**config.mk**
```make
export PLATFORM = sky130hd
export DESIGN_NAME = cart_quirks
export DESIGN_NICKNAME = d
export VERILOG_FILES = /design/src/common/loader_pkg.sv /design/src/common/cart_pkg.sv /design/src/cart/cart_quirks.sv
export SDC_FILE = /design/constraint.sdc
export NUM_CORES = 1
export LEC_CHECK = 0
export BUFFER_PORTS_ARGS = -buffer_cell sky130_fd_sc_hd__buf_4
export CAP_MARGIN = 20
export CORE_MARGIN = 2
export CORE_UTILIZATION = 35
export DETAILED_ROUTE_END_ITERATION = 10
export GPL_TIMING_DRIVEN = 0
export PLACE_DENSITY = 0.64
export SETUP_SLACK_MARGIN = 0.15
export SLEW_MARGIN = 20
export SYNTH_ARGS = -nofsm -noshare
export SYNTH_HDL_FRONTEND = slang
export SYNTH_SLANG_ARGS = --single-unit
```
**constraint.sdc**
```tcl
create_clock -name clk_sys -period 3.7 [get_ports clk_sys]
set_input_delay 0.37 -clock clk_sys [delete_from_list [all_inputs] [get_ports clk_sys]]
set_output_delay 0.37 -clock clk_sys [all_outputs]
set_load 0.03 [all_outputs]
```
**src/common/loader_pkg.sv**
```systemverilog
// download stream and ROM store widths, plus the cheat code word
// shared by the loader blocks
`default_nettype none

package loader_pkg;

	////////////////////////////////////////////////////////////
	// download stream
	////////////////////////////////////////////////////////////
	localparam int DL_ADDR_W = 25;
	localparam int DL_DATA_W = 16;

	// menu index reserved for cheat code files
	localparam logic [7:0] CHEAT_INDEX = 8'hFF;

	////////////////////////////////////////////////////////////
	// ROM store
	////////////////////////////////////////////////////////////
	// word address drops the byte bit of the stream address
	localparam int ROM_WORD_ADDR_W = DL_ADDR_W - 1;
	localparam int ROM_DATA_W      = 16;
	localparam int ROM_BE_W        = ROM_DATA_W / 8;

	// 128-bit cheat code
	// slot view: slot[f][h] is half h (0 = bottom, 1 = top) of field f,
	// download slot k lands in slot[3 - k/2][k%2]
	// field view: field[3] flags, field[2] address,
	// field[1] compare, field[0] replace
	// values arrive big endian, the consumer reorders them
	typedef union packed {
		logic [3:0][1:0][15:0] slot;
		logic [3:0][31:0]      field;
	} cheat_code_t;

endpackage

`default_nettype wire

```
**src/common/cart_pkg.sv**
```systemverilog
// cartridge header layout, console region codes and per-game quirk tables
// used by the header scan and the quirk lookup
`default_nettype none

package cart_pkg;

	////////////////////////////////////////////////////////////
	// header byte addresses on the download stream
	////////////////////////////////////////////////////////////
	localparam logic [24:0] HDR_REGION_ADDR_A  = 25'h1F0;
	localparam logic [24:0] HDR_REGION_ADDR_B  = 25'h1F2;
	localparam logic [24:0] HDR_DONE_ADDR      = 25'h200;
	// 8-byte cart id spans five beats
	localparam logic [24:0] CART_ID_ADDR_FIRST = 25'h182;
	localparam logic [24:0] CART_ID_ADDR_LAST  = 25'h18A;
	localparam logic [24:0] QUIRK_EVAL_ADDR    = 25'h18C;

	// console region codes
	localparam logic [1:0] REGION_JP = 2'd0;
	localparam logic [1:0] REGION_US = 2'd1;
	localparam logic [1:0] REGION_EU = 2'd2;

	// bit positions in the quirk vector
	localparam int QUIRK_SRAM   = 0;
	localparam int QUIRK_EEPROM = 1;
	localparam int QUIRK_NORAM  = 2;
	localparam int QUIRK_FIFO   = 3;
	localparam int QUIRK_PIER   = 4;
	localparam int QUIRK_SVP    = 5;
	localparam int QUIRK_FMBUSY = 6;
	localparam int QUIRK_SCHAN  = 7;

	// lightgun sensor delay when the cart is not in the gun table
	localparam logic [7:0] GUN_DELAY_DEFAULT = 8'd44;

	////////////////////////////////////////////////////////////
	// quirk table, first match wins
	////////////////////////////////////////////////////////////
	localparam int QUIRK_TABLE_SIZE = 10;
	localparam logic [63:0] QUIRK_IDS [QUIRK_TABLE_SIZE] = '{
		"T-081276", "T-81406 ", "MK-1215 ", "G-4060  ", "T-113016",
		"T-89016 ", "T-574023", "MK-1229 ", "T-35036 ", "T-68???-"
	};
	localparam int QUIRK_BITS [QUIRK_TABLE_SIZE] = '{
		QUIRK_SRAM, QUIRK_SRAM, QUIRK_EEPROM, QUIRK_EEPROM, QUIRK_NORAM,
		QUIRK_FIFO, QUIRK_PIER, QUIRK_SVP, QUIRK_FMBUSY, QUIRK_SCHAN
	};

	// gun table: type 1 is the justifier style gun
	localparam int GUN_TABLE_SIZE = 5;
	localparam logic [63:0] GUN_IDS [GUN_TABLE_SIZE] = '{
		"MK-1533 ", "T-95096-", "T-95136-", "MK-1658 ", "T-081156"
	};
	localparam logic GUN_TYPES [GUN_TABLE_SIZE] = '{1'b0, 1'b1, 1'b1, 1'b0, 1'b0};
	localparam logic [7:0] GUN_DELAYS [GUN_TABLE_SIZE] = '{
		8'd100, 8'd52, 8'd30, 8'd120, 8'd126
	};

endpackage

`default_nettype wire
```
**src/cart/cart_quirks.sv**
```systemverilog
// cart id capture from the header and per-game quirk and lightgun lookup
`timescale 1ns/1ns
`default_nettype none

module cart_quirks
	import cart_pkg::*;
	import loader_pkg::*;
(
	input  logic                 clk_sys,
	input  logic                 RESET,
	input  logic                 cart_download,
	input  logic                 ioctl_wr,
	input  logic [DL_ADDR_W-1:0] ioctl_addr,
	input  logic [DL_DATA_W-1:0] ioctl_data,
	output logic [7:0]           quirk_flags,
	output logic                 gun_type,
	output logic [7:0]           gun_sensor_delay
);

	// 8 ascii bytes, first character in the top byte
	logic [63:0] cart_id;
	logic        old_download;

	// one-hot mask of the first matching quirk entry
	function automatic logic [7:0] quirk_mask(input logic [63:0] id);
		logic [7:0] mask;
		logic       found;
		mask = '0;
		found = 1'b0;
		for (int i = 0; i < QUIRK_TABLE_SIZE; i++) begin
			if (!found && id == QUIRK_IDS[i]) begin
				mask[QUIRK_BITS[i]] = 1'b1;
				found = 1'b1;
			end
		end
		return mask;
	endfunction

	// {gun type, sensor delay}, default when no entry matches
	function automatic logic [8:0] gun_lookup(input logic [63:0] id);
		logic [8:0] res;
		logic       found;
		res = {1'b0, GUN_DELAY_DEFAULT};
		found = 1'b0;
		for (int i = 0; i < GUN_TABLE_SIZE; i++) begin
			if (!found && id == GUN_IDS[i]) begin
				res = {GUN_TYPES[i], GUN_DELAYS[i]};
				found = 1'b1;
			end
		end
		return res;
	endfunction

	////////////////////////////////////////////////////////////
	// id capture, stream words are byte swapped
	////////////////////////////////////////////////////////////
	always_ff @(posedge clk_sys) begin
		if (cart_download && ioctl_wr) begin
			if (ioctl_addr == CART_ID_ADDR_FIRST)
				cart_id[63:56] <= ioctl_data[15:8];
			if (ioctl_addr == CART_ID_ADDR_FIRST + 25'd2)
				cart_id[55:40] <= {ioctl_data[7:0], ioctl_data[15:8]};
			if (ioctl_addr == CART_ID_ADDR_FIRST + 25'd4)
				cart_id[39:24] <= {ioctl_data[7:0], ioctl_data[15:8]};
			if (ioctl_addr == CART_ID_ADDR_FIRST + 25'd6)
				cart_id[23:8] <= {ioctl_data[7:0], ioctl_data[15:8]};
			if (ioctl_addr == CART_ID_ADDR_LAST)
				cart_id[7:0] <= ioctl_data[7:0];
		end
	end

	always_ff @(posedge clk_sys) begin
		if (RESET) begin
			old_download <= 1'b0;
			quirk_flags <= '0;
			gun_type <= 1'b0;
			gun_sensor_delay <= GUN_DELAY_DEFAULT;
		end else begin
			old_download <= cart_download;
			if (cart_download && !old_download)
				quirk_flags <= '0;
			// id is complete by the eval beat
			if (cart_download && ioctl_wr && ioctl_addr == QUIRK_EVAL_ADDR) begin
				quirk_flags <= quirk_flags | quirk_mask(cart_id);
				{gun_type, gun_sensor_delay} <= gun_lookup(cart_id);
			end
		end
	end

	// one game never carries two quirks
	a_one_quirk: assert property (@(posedge clk_sys) disable iff (RESET)
		$onehot0(quirk_flags & ~$past(quirk_flags)));

endmodule

`default_nettype wire

```
==> After elaboration in Yosys (flattened, before gate mapping) <==
Cells that the tools add are included.
{ "classes": {"n_reduce_logical": 36, "shifts": 0, "mux": 71, "n_mul": 0, "n_bitwise": 1, "n_addsub": 0, "div_mod_pow": 0, "n_lt_le_gt_ge": 0, "eq_ne": 21} }
{ "op_table": {"columns": ["operator", "count"], "rows": [
  ["$eq A64 B63 Y1 const B", 15],
  ["$eq A25 B9 Y1 const B", 6],
  ["$mux W1", 64],
  ["$mux W9", 4],
  ["$logic_and A1 B1 Y1", 16],
  ["$mux W8", 2],
  ["$logic_not A1 Y1", 14],
  ["$reduce_and A2 Y1", 5],
  ["$or A8 B8 Y8", 1],
  ["$mux W7", 1],
  ["$reduce_bool A2 Y1", 1]
]} }
{ "word_totals": {"wordCells": 138, "out_inout_bits": 17, "latch_bits": 0, "inputBits": 45, "mem_bits_rw": 0, "romBits": 0, "mem_count": 0, "regBits": 82} }

==> Logic depth before layout (Yosys ltp) <==
Gate-level depths: netlist of run 1.
{ "depth": {"ltp_word": 51, "depth_mapped": 7, "ltp_nobuf": 6} }

==> Least setup slack after synthesis of run 1 <==
Ideal clock, no wire load.
{ "synth_path": {"path_kind": "input-to-reg", "from": "input ioctl_addr[13]", "to": "register cart_id[10], enable pin", "n_path_buf": 0, "t_required_ns": 3.270, "path_stages": 3, "path_slack_ns": 0.779, "arrival_time_ns": 2.490, "setup_ns": 0.430, "path_cell_list": "nor4b_1 > nand2_1 > nor4_1"} }
{ "synth_via": {"elab_chain_cells": 2} }
{ "synth_lines": {"columns": ["element", "line_no", "text"], "rows": [
  ["from (decl)", "cart_quirks.sv:13", "input logic [DL_ADDR_W-1:0] ioctl_addr,"],
  ["$eq A25 B9 Y1", "cart_quirks.sv:65", "if (ioctl_addr == CART_ID_ADDR_FIRST + 25'd6)"],
  ["$reduce_and A2 Y1 (no line)", null, null],
  ["to (signal assigned)", "cart_quirks.sv:66", "cart_id[23:8] <= {ioctl_data[7:0], ioctl_data[15:8]};"],
  ["to (decl)", "cart_quirks.sv:21", "logic [63:0] cart_id;"]
]} }
Every way passes these cells.
A chain may end at the register's enable or synchronous reset.

==> Final worst setup path of run 1 <==
{ "layout_path": {"from": "register cart_id[8]", "to": "register gun_sensor_delay[4]"} }
{ "layout_via": {"elab_chain_cells": 22, "word_cells_on_any_way": 29, "classes_between": "5 x eq/ne; 16 x mux; 8 x reduce/logical"} }
{ "layout_lines": {"columns": ["element", "line_no", "text"], "rows": [
  ["$eq A64 B63 Y1", "cart_quirks.sv:46", "if (!found && id == GUN_IDS[i]) begin"],
  ["$mux W1", "cart_quirks.sv:46", null],
  ["$mux W1", "cart_quirks.sv:83", "if (cart_download && ioctl_wr && ioctl_addr == QUIRK_EVAL_ADDR) begin"],
  ["$mux W1", "cart_quirks.sv:73", "if (RESET) begin"],
  ["$logic_not A1 Y1", "cart_quirks.sv:46", null],
  ["$logic_and A1 B1 Y1", "cart_quirks.sv:46", null],
  ["$mux W1", "cart_quirks.sv:46", null],
  ["$mux W1", "cart_quirks.sv:83", null],
  ["[6 not listed]", null, null],
  ["$logic_not A1 Y1", "cart_quirks.sv:46", null],
  ["$logic_and A1 B1 Y1", "cart_quirks.sv:46", null],
  ["$mux W1", "cart_quirks.sv:46", null],
  ["$mux W1", "cart_quirks.sv:83", null],
  ["$mux W1", "cart_quirks.sv:73", null],
  ["$logic_not A1 Y1", "cart_quirks.sv:46", null],
  ["$logic_and A1 B1 Y1", "cart_quirks.sv:46", null],
  ["$mux W9 (*)", "cart_quirks.sv:46", null],
  ["to (signal assigned)", "cart_quirks.sv:85", "{gun_type, gun_sensor_delay} <= gun_lookup(cart_id);"],
  ["to (decl)", "cart_quirks.sv:17", "output logic [7:0] gun_sensor_delay"]
]} }
Mark *: on every way between the ends. The rest lies on a longest branch, timed or not. The select of a mux whose other input is x is not followed.

==> impl_metrics.yaml, run 1 <==
outcome:
  status: "finished clean"
global_routing:
  grt_usage_pct: 16.4
  gr-total-overflow: 0
  antenna_found_initial: 0
  use_met1_pct: 22.8
  grt_max_degree: 18
  use_met3_pct: 3.95
  grt_pass1_vias: 2466
  top_usage_layer: "met2"
  grt_pass1_wl_mm: 13.6
  use_met2_pct: 26.1
layout:
  area_delta_synth_final_pct: 24.6
  final_nets: 389
  drive_above_1_share_pct: 28.4
  final_area_um2: 4370
  layout_common_cells: "buf_4, edfxtp_1, nor2_1"
  fillers: 905
  n_antenna_cell: 0
die:
  pin_count: 62
  die_h_um: 104
  dieArea_um2: 10800
  row_count: 36
  start_util_pct: 36.0
  die_w_um: 104
  core_um2: 9730
worst_setup_path:
  path_depth: 6
  slowest_stage: "or4b_1"
  r2r_setup_slack_ps: 1190
  reg2reg_from: "cart_id[8]$_DFFE_PP_"
  cp_slowest_stage_delay_ps: 570
  reg2regPathDepth: 6
  crit_type: "flop to flop"
  crit_family: "simple AND/OR/NAND/NOR gates"
  crit_required_ps: 3990
  crit_chain: "or4b_1, nor3_1, nand4_1, a2111oi_1, and3b_1, nor3_2"
  end_kind: "flop"
  critPathLaunch: "cart_id[8]$_DFFE_PP_"
  r2r-end: "gun_sensor_delay[4]$_SDFFE_PP0P_"
  crit_fanout: 4
  path_buf_inv: 0
  crit_arrival_ps: 2800
  start_kind: "flop"
cts:
  clockRootBuffer: "clkbuf_8"
  clk_pin_slew_ps: 100
  clock_sinks: 80
  cts_setup_buffers: 0
  clock_path_buffers: 2
  clk_latency_ps: 360
  postCtsHoldBufs: 0
  ctsResizeCount: 0
  cts_tree: "yes"
  cts_buffers: 9
  htreeDepth: 3
logic_synthesis:
  ys_warn_count: 0
  syn_avg_cell_area_um2: 13.1
  synth_edf_count: 64
  ys_seq_elements: 80
  synth_flop_cell: "edfxtp_1"
  synthArstFlopShare_pct: 0
  ys_types: 47
  synth_top_area_share_pct: 54.8
  synth_area_um2: 3500
  ys_top_cells_by_area: "edfxtp_1, dfxtp_1, nor4_1"
  synth_top_cell_by_area: "edfxtp_1"
  seq_area_frac_synth_pct: 64.0
  synthCells: 268
place:
  port_buffers: 59
  dp_hpwl_mm: 6.76
  dpl-instance-area_um2: 4170
  globalplace.congestion: 0.948
hold_path:
  holdPathStages: 1
  worstHoldEndpoint: "cart_id[18]$_DFFE_PP_"
  min_path_type: "primary input to flop"
  hold_start: "ioctl_data[2]"
route:
  antenna_left: 0
  totalWireLength_mm: 8.65
  drt_iter0_markers: 162
  via_per_inst: 5.34
  vias: 2572
  drt_first_pass_iters: 5
  wl_per_cell_um: 18.0
  drc: 0
pwr:
  powerDensity_nw_per_um2: 379
  ir_drop_mv: 0.228
  p_leak_nw: 1.43
sta:
  post-route-min-period_ps: 2510
  fin_worst_skew_ps: 17.7
  fin_tns_setup_ps: 0
  rsz0062_at_grt: "false"
  min_period_over_period_pct: 67.7
  max_freq_ghz: 0.399
  worstMarginPinSlew_ps: 762
  hold_violations: 0
  slew_headroom_pct: 48.5
  final_max_slew_viol_count: 0
  setup_viol: 0
flow_run:
  drv_cap: 0
[kinds of logic (layout without fill, tap and decap cells)]
group | after synthesis | in the layout | synth area share [%]
AO/OA/AOI/OAI | 17 | 17 | 3.36
buffers and inverters | 8 | 88 | 1.11
flip-flops | 80 | 80 | 64.0
multiplexers | 1 | 1 | 0.286
other | 1 | 2 | 0.107
AND/OR/NAND/NOR | 161 | 161 | 31.2
[stage by stage]
stage | cells | total power, mW | worst slack, ps | hold slack, ps | util [%]
after global routing | 482 | 1.72 | 1080 | 193 | 44.9
after detailed placement | 466 | 1.05 | 1150 | 447 | 42.9
final | 482 | 1.65 | 1190 | 207 | 44.9
after floorplan | 269 | 1.00 | 779 | 442 | -
after global placement | 461 | 1.05 | -492 | 442 | 42.3
after CTS | 482 | 1.67 | 1280 | 202 | 44.9
[registers in the layout (all words and copies together) (netlist names)]
register          cells
cart_id              64
gun_sensor_delay      6
gun_type              1
old_download          1
quirk_flags           8
[worst max path at each step]
stage / end / slack [ps]
finish: gun_sensor_delay[4]$_SDFFE_PP0P_ / 1190
global route: gun_sensor_delay[4]$_SDFFE_PP0P_ / 1080
CTS: gun_sensor_delay[4]$_SDFFE_PP0P_ / 1280
detailed placement: cart_id[47]$_DFFE_PP_ / 1150
global placement: cart_id[11]$_DFFE_PP_ / -490
floorplan: cart_id[10]$_DFFE_PP_ / 780
[per-layer routing]
layer  vias to the layer above  routed length, um
li1                       1235                  -
met4                         0                124
met3                        14                431
met5                         -                  0
met2                        89               4060
met1                      1234               4030
[cells in the mapped netlist (all sizes together), types with 2 or more instances]
cell and count:
or3 4, clkbuf 2, nand2b 3, nand2 15, dfxtp 16, or4 7
buf 3, nor2 21, nor2b 6, and4b 3, nor3 13, nor3b 5
o21bai 2, a32oi 2, and4bb 5, edfxtp 64, nor4b 9, and3 3
and4 4, nand4 14, nor4bb 4, and3b 4, nor4 18, a21oi 6
nand4b 6, a22oi 3, nand3b 5, nand3 7, inv 3
[layout make-up]
class	count	area [um^2]	area share, %
clock buffers	9	124	2.84
inverters	3	11.3	0.258
multi-input cells	181	1240	28.5
repair buffers	64	482	11.0
well taps	133	166	3.81
clock inverters	7	70.1	1.60
plain buffers	5	27.5	0.630
flip-flops and latches	80	2240	51.3
[where the power goes]
| group | internal, mW | switching (mW) | leakage [nW] | total (mW) |
|---|---|---|---|---|
| Sequential | 0.968 | 0.0000740 | 0.704 | 0.969 |
| Combinational | 0.0352 | 0.0260 | 0.632 | 0.0613 |
| Clock | 0.263 | 0.360 | 0.0959 | 0.624 |
(Power assumes the default switching activity.)
==> inputs of run 2 (changes only) <==
ABC_AREA = 1   (was unset)
PLACE_DENSITY = 0.66   (was 0.64)
clock period = 2 ns   (was 3.7 ns; I/O delays follow)
==> run 2 against run 1 <==
Combinational power grew 120%; sequential cell count is the same; die area rose by 14%; routed wire length increased by 13%; critical path depth up 1; highest routed layer unchanged; largest power group is now the clock network; utilization grew 0.75 points.
==> impl_metrics.yaml, run 2 <==
outcome:
  status: "finished clean"
layout:
  layout_commonest_cell: "nand2_1"
  largest_register_ff_count: 64
  multiInputGateArea_um2: 1580
  n_antenna_cell: 0
  layout_common_cells: "nand2_1, nor2_1, buf_4"
  seq_area_um2: 2240
  top_regs: "cart_id (64), quirk_flags (8), gun_sensor_delay (6)"
  drive_above_1_share_pct: 24.1
  top_register: "cart_id"
  final_nets: 584
  fillers: 1058
  area_delta_synth_final_pct: 28.5
route:
  totalWireLength_mm: 9.80
  vias: 3325
  via_per_inst: 4.84
  wl_per_cell_um: 14.3
  drt_first_pass_iters: 4
  drc: 0
  antenna_left: 0
  drt_iter0_markers: 228
sta:
  worstMarginPinSlew_ps: 789
  hold_violations: 0
  holdWs_ps: 63.6
  post-route-min-period_ps: 1720
  min_period_over_period_pct: 85.9
  max_freq_ghz: 0.582
  fin_worst_skew_ps: 5.05
  final_max_slew_viol_count: 0
  setup_slack_ps: 282
  slew_headroom_pct: 47.2
  rsz0062_at_grt: "false"
  setup_viol: 0
hold_path:
  min_path_type: "primary input to flop"
place:
  globalplace.congestion: 0.916
  dp_slack_ps: -493
  port_buffers: 59
  dp_hpwl_mm: 7.72
pwr:
  p_int_mw: 3.09
  pwr-share-comb_pct: 3.5
  power.switching_mw: 0.722
  power_mw: 3.81
  netSwitchingFraction_pct: 18.9
  ir_drop_mv: 0.999
  p_clk_share_pct: 49.5
  power_frac_seq_pct: 47.1
  powerDensity_nw_per_um2: 741
  p_leak_nw: 1.98
worst_setup_path:
  crit_fanout: 3
  start_kind: "flop"
  crit_type: "flop to flop"
  cp_slowest_stage_delay_ps: 400
  crit_required_ps: 2270
  crit_arrival_ps: 1990
  end_kind: "flop"
  reg2reg_from: "cart_id[31]$_DFFE_PP_"
  path_common_cell: "nor2_1"
  crit_chain: "nor2_1, nand3_1, nor2_1, inv_1, nor3_2, nand4_1, a21oi_1"
  reg2regPathDepth: 7
  critPathLaunch: "cart_id[31]$_DFFE_PP_"
  crit_path_end: "quirk_flags[6]$_SDFFE_PP0P_"
  r2r-end: "quirk_flags[6]$_SDFFE_PP0P_"
  crit_family: "simple AND/OR/NAND/NOR gates"
  path_buf_inv: 1
  r2r_setup_slack_ps: 280
  path_depth: 7
  slowest_stage: "edfxtp_1"
cts:
  clock_sinks: 80
  clk_pin_slew_ps: 60
  clock_path_buffers: 2
  clk_latency_ps: 340
  htreeDepth: 3
  clockRootBuffer: "clkbuf_16"
  cts_tree: "yes"
  cts_buffers: 9
logic_synthesis:
  yosysMostFrequentCell: "nand2_1"
  synthArstFlopShare_pct: 0
  synth_top_cell_by_area: "edfxtp_1"
  synth_flop_cell: "edfxtp_1"
  ys_warn_count: 0
  synth_edf_count: 64
  synthCells: 460
  ys_seq_elements: 80
  synth_area_um2: 4000
  syn_avg_cell_area_um2: 8.70
  seq_area_frac_synth_pct: 56.0
  ys_top_cells_by_area: "edfxtp_1, nand2_1, dfxtp_1"
  synth_common_cells: "nand2_1, nor2_1, edfxtp_1"
  ys_types: 32
  synth_top_area_share_pct: 48.0
die:
  core_um2: 11300
  start_util_pct: 35.5
  pin_count: 62
  row_count: 39
  die_h_um: 111
  die_w_um: 111
  dieArea_um2: 12300
global_routing:
  gr-total-overflow: 0
  grt_pass1_wl_mm: 15.6
  antenna_found_initial: 0
  grt_usage_pct: 16.3
  grt_max_degree: 17
  grt_pass1_vias: 3188
flow_run:
  drv_cap: 0
==> run 2: metal layers <==
layer / part of all wire [%] / track usage [%] / wire, um / up-vias
li1: - / - / - / 1705
met1: 46 / 21.2 / 4520 / 1532
met2: 47 / 26.4 / 4630 / 73
met3: 4.7 / 4.10 / 456 / 15
met4: 2.0 / 6.33 / 196 / 0
met5: 0 / 0 / 0 / -
==> run 2: kinds of logic (layout without fill, tap and decap cells) <==
| logic type | after synthesis | count (layout) | synth area share (%) |
|---|---|---|---|
| flops | 80 | 80 | 56.0 |
| other cells | 1 | 2 | 0.0937 |
| compound gates | 16 | 16 | 2.28 |
| simple gates | 297 | 297 | 35.2 |
| buf+inv | 66 | 149 | 6.41 |
==> run 2: how the worst min path moves through the flow <==
stage | end | slack, ps | startpoint | depth (start not counted)
2_1_floorplan | gun_type$_SDFFE_PP0P_ | 270 | RESET | 1
3_3_place_gp | cart_id[11]$_DFFE_PP_ | 410 | ioctl_data[11] | 1
3_5_place_dp | cart_id[11]$_DFFE_PP_ | 410 | ioctl_data[11] | 1
4_1_cts | cart_id[11]$_DFFE_PP_ | 50 | ioctl_data[11] | 1
5_1_grt | cart_id[11]$_DFFE_PP_ | 50 | ioctl_data[11] | 1
6_report | cart_id[62]$_DFFE_PP_ | 60 | ioctl_data[14] | 1
==> run 2: timing repair <==
| action | in CTS | in global routing |
|---|---|---|
| hold buffers | 0 | 0 |
| buffers inserted | 0 | 7 |
| hold endpoints to repair | 0 | 0 |
| endpoints found under the setup margin | 32 | 44 |
| resized for setup | 3 | 5 |
| pin swaps | 0 | 4 |
==> run 2: cell type report <==
cell class / instances / area share, %
clock buffers: 10 / 4.45
flip-flops and latches: 80 / 43.6
multi-input cells: 315 / 30.7
repair buffers: 67 / 10.6
plain buffers: 4 / 0.462
clock inverters: 6 / 2.24
inverters: 62 / 4.52
well taps: 143 / 3.48
==> run 2: worst register-to-register path, stage by stage, from the launching register on <==
cell and delay, ps:
edfxtp_1 400, nor2_1 130, nand3_1 190, nor2_1 290, inv_1 110, nor3_2 190
nand4_1 190, a21oi_1 160
==> run 2: power by group through the flow <==
| stage | Sequential (mW) | Combinational (mW) | Clock, mW |
|---|---|---|---|
| 3_3_place_gp | 1.83 | 0.128 | 0 |
| 2_1_floorplan | 1.83 | 0.0355 | 0 |
| 3_5_place_dp | 1.83 | 0.131 | 0 |
| 6_report | 1.79 | 0.132 | 1.89 |
| 5_1_grt | 1.79 | 0.147 | 1.99 |
| 4_1_cts | 1.79 | 0.133 | 1.92 |
==> run 2: through the flow <==
| stage | cell area, um^2 | cells | TNS (ps) | utilization [%] |
|---|---|---|---|---|
| global route | 5140 | 687 | 0 | 45.6 |
| detailed placement | 4670 | 664 | -11880 | 41.5 |
| global placement | 4650 | 663 | -18940 | 41.3 |
| floorplan | 4030 | 461 | 0 | - |
| finish | 5140 | 687 | 0 | 45.6 |
| CTS | 5030 | 680 | 0 | 44.7 |
==> inputs of run 3 (changes only) <==
--- a/config.mk
+++ b/config.mk
@@ -10,8 +10,8 @@
 export CAP_MARGIN = 20
 export CORE_MARGIN = 2
-export CORE_UTILIZATION = 35
+export CORE_UTILIZATION = 50
 export DETAILED_ROUTE_END_ITERATION = 10
 export GPL_TIMING_DRIVEN = 0
-export PLACE_DENSITY = 0.66
+export PLACE_DENSITY = 0.84
 export SETUP_SLACK_MARGIN = 0.15
 export SLEW_MARGIN = 20
==> constraint.sdc (replaced) <==
create_clock -name clk_sys -period 2 [get_ports clk_sys]
set_input_delay 0.4 -clock clk_sys [delete_from_list [all_inputs] [get_ports clk_sys]]
set_output_delay 0.4 -clock clk_sys [all_outputs]
set_load 0.03 [all_outputs]
==> run 3 against run 2 <==
Register-to-register slack got worse by 50 ps; via count rose by 2.8%; final area fell by 3.6%; largest cell class unchanged; non-clock buffer count fell by 1; cell count fell by 6.1%; maximum frequency fell by 3.3%.
==> impl_metrics.yaml, run 3 (synthesis gave the netlist of run 2 again) <==
outcome:
  status: "finished clean"
layout:
  top_regs: "cart_id (64), quirk_flags (8), gun_sensor_delay (6)"
  layout.cells.non_filler: 645
  layout_common_cells: "nand2_1, nor2_1, buf_4"
  n_antenna_cell: 0
  largest_register_ff_count: 64
  area_delta_synth_final_pct: 23.8
  drive_above_1_share_pct: 25.0
  top_register: "cart_id"
  layout_commonest_cell: "nand2_1"
  final_nets: 583
  final_area_um2: 4960
worst_setup_path:
  end_kind: "flop"
  crit_arrival_ps: 1840
  reg2reg_from: "cart_id[39]$_DFFE_PP_"
  crit_fanout: 16
  path_common_cell: "buf_4"
  path_buf_inv: 3
  crit_type: "primary input to flop"
  start_kind: "primary input"
  critPathLaunch: "ioctl_addr[23]"
  crit_chain: "buf_4, nor4_2, nand3_2, nand3b_1, buf_4, nor2_4, buf_12"
  crit_family: "simple AND/OR/NAND/NOR gates"
  slowest_stage: "nor4_2"
  crit_required_ps: 2060
  cp_slowest_stage_delay_ps: 320
sta:
  fin_tns_setup_ps: 0
  post-route-min-period_ps: 1780
  hold_violations: 0
  min_period_over_period_pct: 88.9
  rsz0062_at_grt: "false"
  setup_viol: 0
  max_freq_ghz: 0.563
  slew_headroom_pct: 45.6
  holdWs_ps: 240
  fin_worst_skew_ps: 13.5
  worstMarginPinSlew_ps: 814
  final_max_slew_viol_count: 0
cts:
  clockRootBuffer: "clkbuf_8"
  clk_latency_ps: 360
  postCtsHoldBufs: 0
  cts_tree: "yes"
  clk_pin_slew_ps: 90
  cts_buffers: 9
  clock_path_buffers: 2
  clock_sinks: 80
  htreeDepth: 3
place:
  port_buffers: 59
  globalplace.congestion: 0.935
  dp_hpwl_mm: 7.46
  dpl-instance-area_um2: 4630
  dp_cells: 622
die:
  dieArea_um2: 8740
  start_util_pct: 51.8
  die_h_um: 93.5
  die_w_um: 93.5
  core_um2: 7730
  row_count: 32
  pin_count: 62
global_routing:
  grt_pass1_wl_mm: 15.5
  antenna_found_initial: 0
  grt_usage_pct: 23.4
  grt_max_degree: 17
  grt_pass1_vias: 3294
  gr-total-overflow: 0
route:
  drt_first_pass_iters: 4
  drc: 0
  vias: 3417
  totalWireLength_mm: 9.71
  drt_iter0_markers: 156
  antenna_left: 0
  wl_per_cell_um: 15.1
  via_per_inst: 5.30
pwr:
  power.switching_mw: 0.695
  pwr-share-comb_pct: 4.7
  power_frac_seq_pct: 59.3
  p_leak_nw: 1.89
  netSwitchingFraction_pct: 23.0
  p_clk_share_pct: 36.1
  powerDensity_nw_per_um2: 610
  power_mw: 3.02
  ir_drop_mv: 0.582
  p_int_mw: 2.33
flow_run:
  drv_cap: 0
hold_path:
  min_path_type: "primary input to flop"
  hold_start: "ioctl_data[12]"
[run 3: changes by cell type in the layout (fill, tap and decap cells not counted), sizes merged]
cell,previous run,this run
inv,64,65
bufinv,3,0
clkinvlp,0,2
buf,70,69
[run 3: timing repair]
action                                 4_1_cts  5_1_grt
buffers inserted                             5        2
pin swaps                                    4        2
gates resized for setup                      5        6
setup endpoints to repair                   48       28
endpoints found under the hold margin        0        0
[run 3: per-stage QoR]
step                setup slack, ps  utilization (%)
global route                    134             64.1
CTS                             151             63.6
finish                          223             64.1
global placement               -781             59.8
detailed placement             -682             60.0
floorplan                     -72.6                -
[run 3: final cells by class]
type	count	area, um^2
well taps	102	128
multi-input cells	315	1610
plain buffers	4	23.8
clock inverters	6	50.0
repair buffers	66	533
fillers	637	2770
inverters	62	240
clock buffers	10	128
flip-flops and latches	80	2240
[run 3: path summary, 6_finish.rpt]
kind / end / slack (ps) / depth (start not counted)
min: cart_id[60]$_DFFE_PP_ / 240 / 1
max reg2reg: gun_sensor_delay[6]$_SDFFE_PP0P_ / 230 / 9
max: cart_id[33]$_DFFE_PP_ / 220 / 7
min reg2reg: gun_type$_SDFFE_PP0P_ / 470 / 2
[run 3: power groups by stage]
| stage | Clock, mW | Sequential, mW | Combinational, mW |
|---|---|---|---|
| 3_3_place_gp | 0 | 1.83 | 0.130 |
| 4_1_cts | 1.11 | 1.79 | 0.138 |
| 3_5_place_dp | 0 | 1.83 | 0.135 |
| 6_report | 1.09 | 1.79 | 0.141 |
| 2_1_floorplan | 0 | 1.83 | 0.0385 |
| 5_1_grt | 1.18 | 1.79 | 0.153 |
[run 3: metal layers]
metal | vias up | part of all wire, % | global-route usage [%]
li1 | 1701 | - | -
met1 | 1608 | 42 | 29.3
met2 | 94 | 51 | 39.7
met3 | 14 | 5.2 | 4.75
met4 | 0 | 2.0 | 9.56
met5 | - | 0 | 0
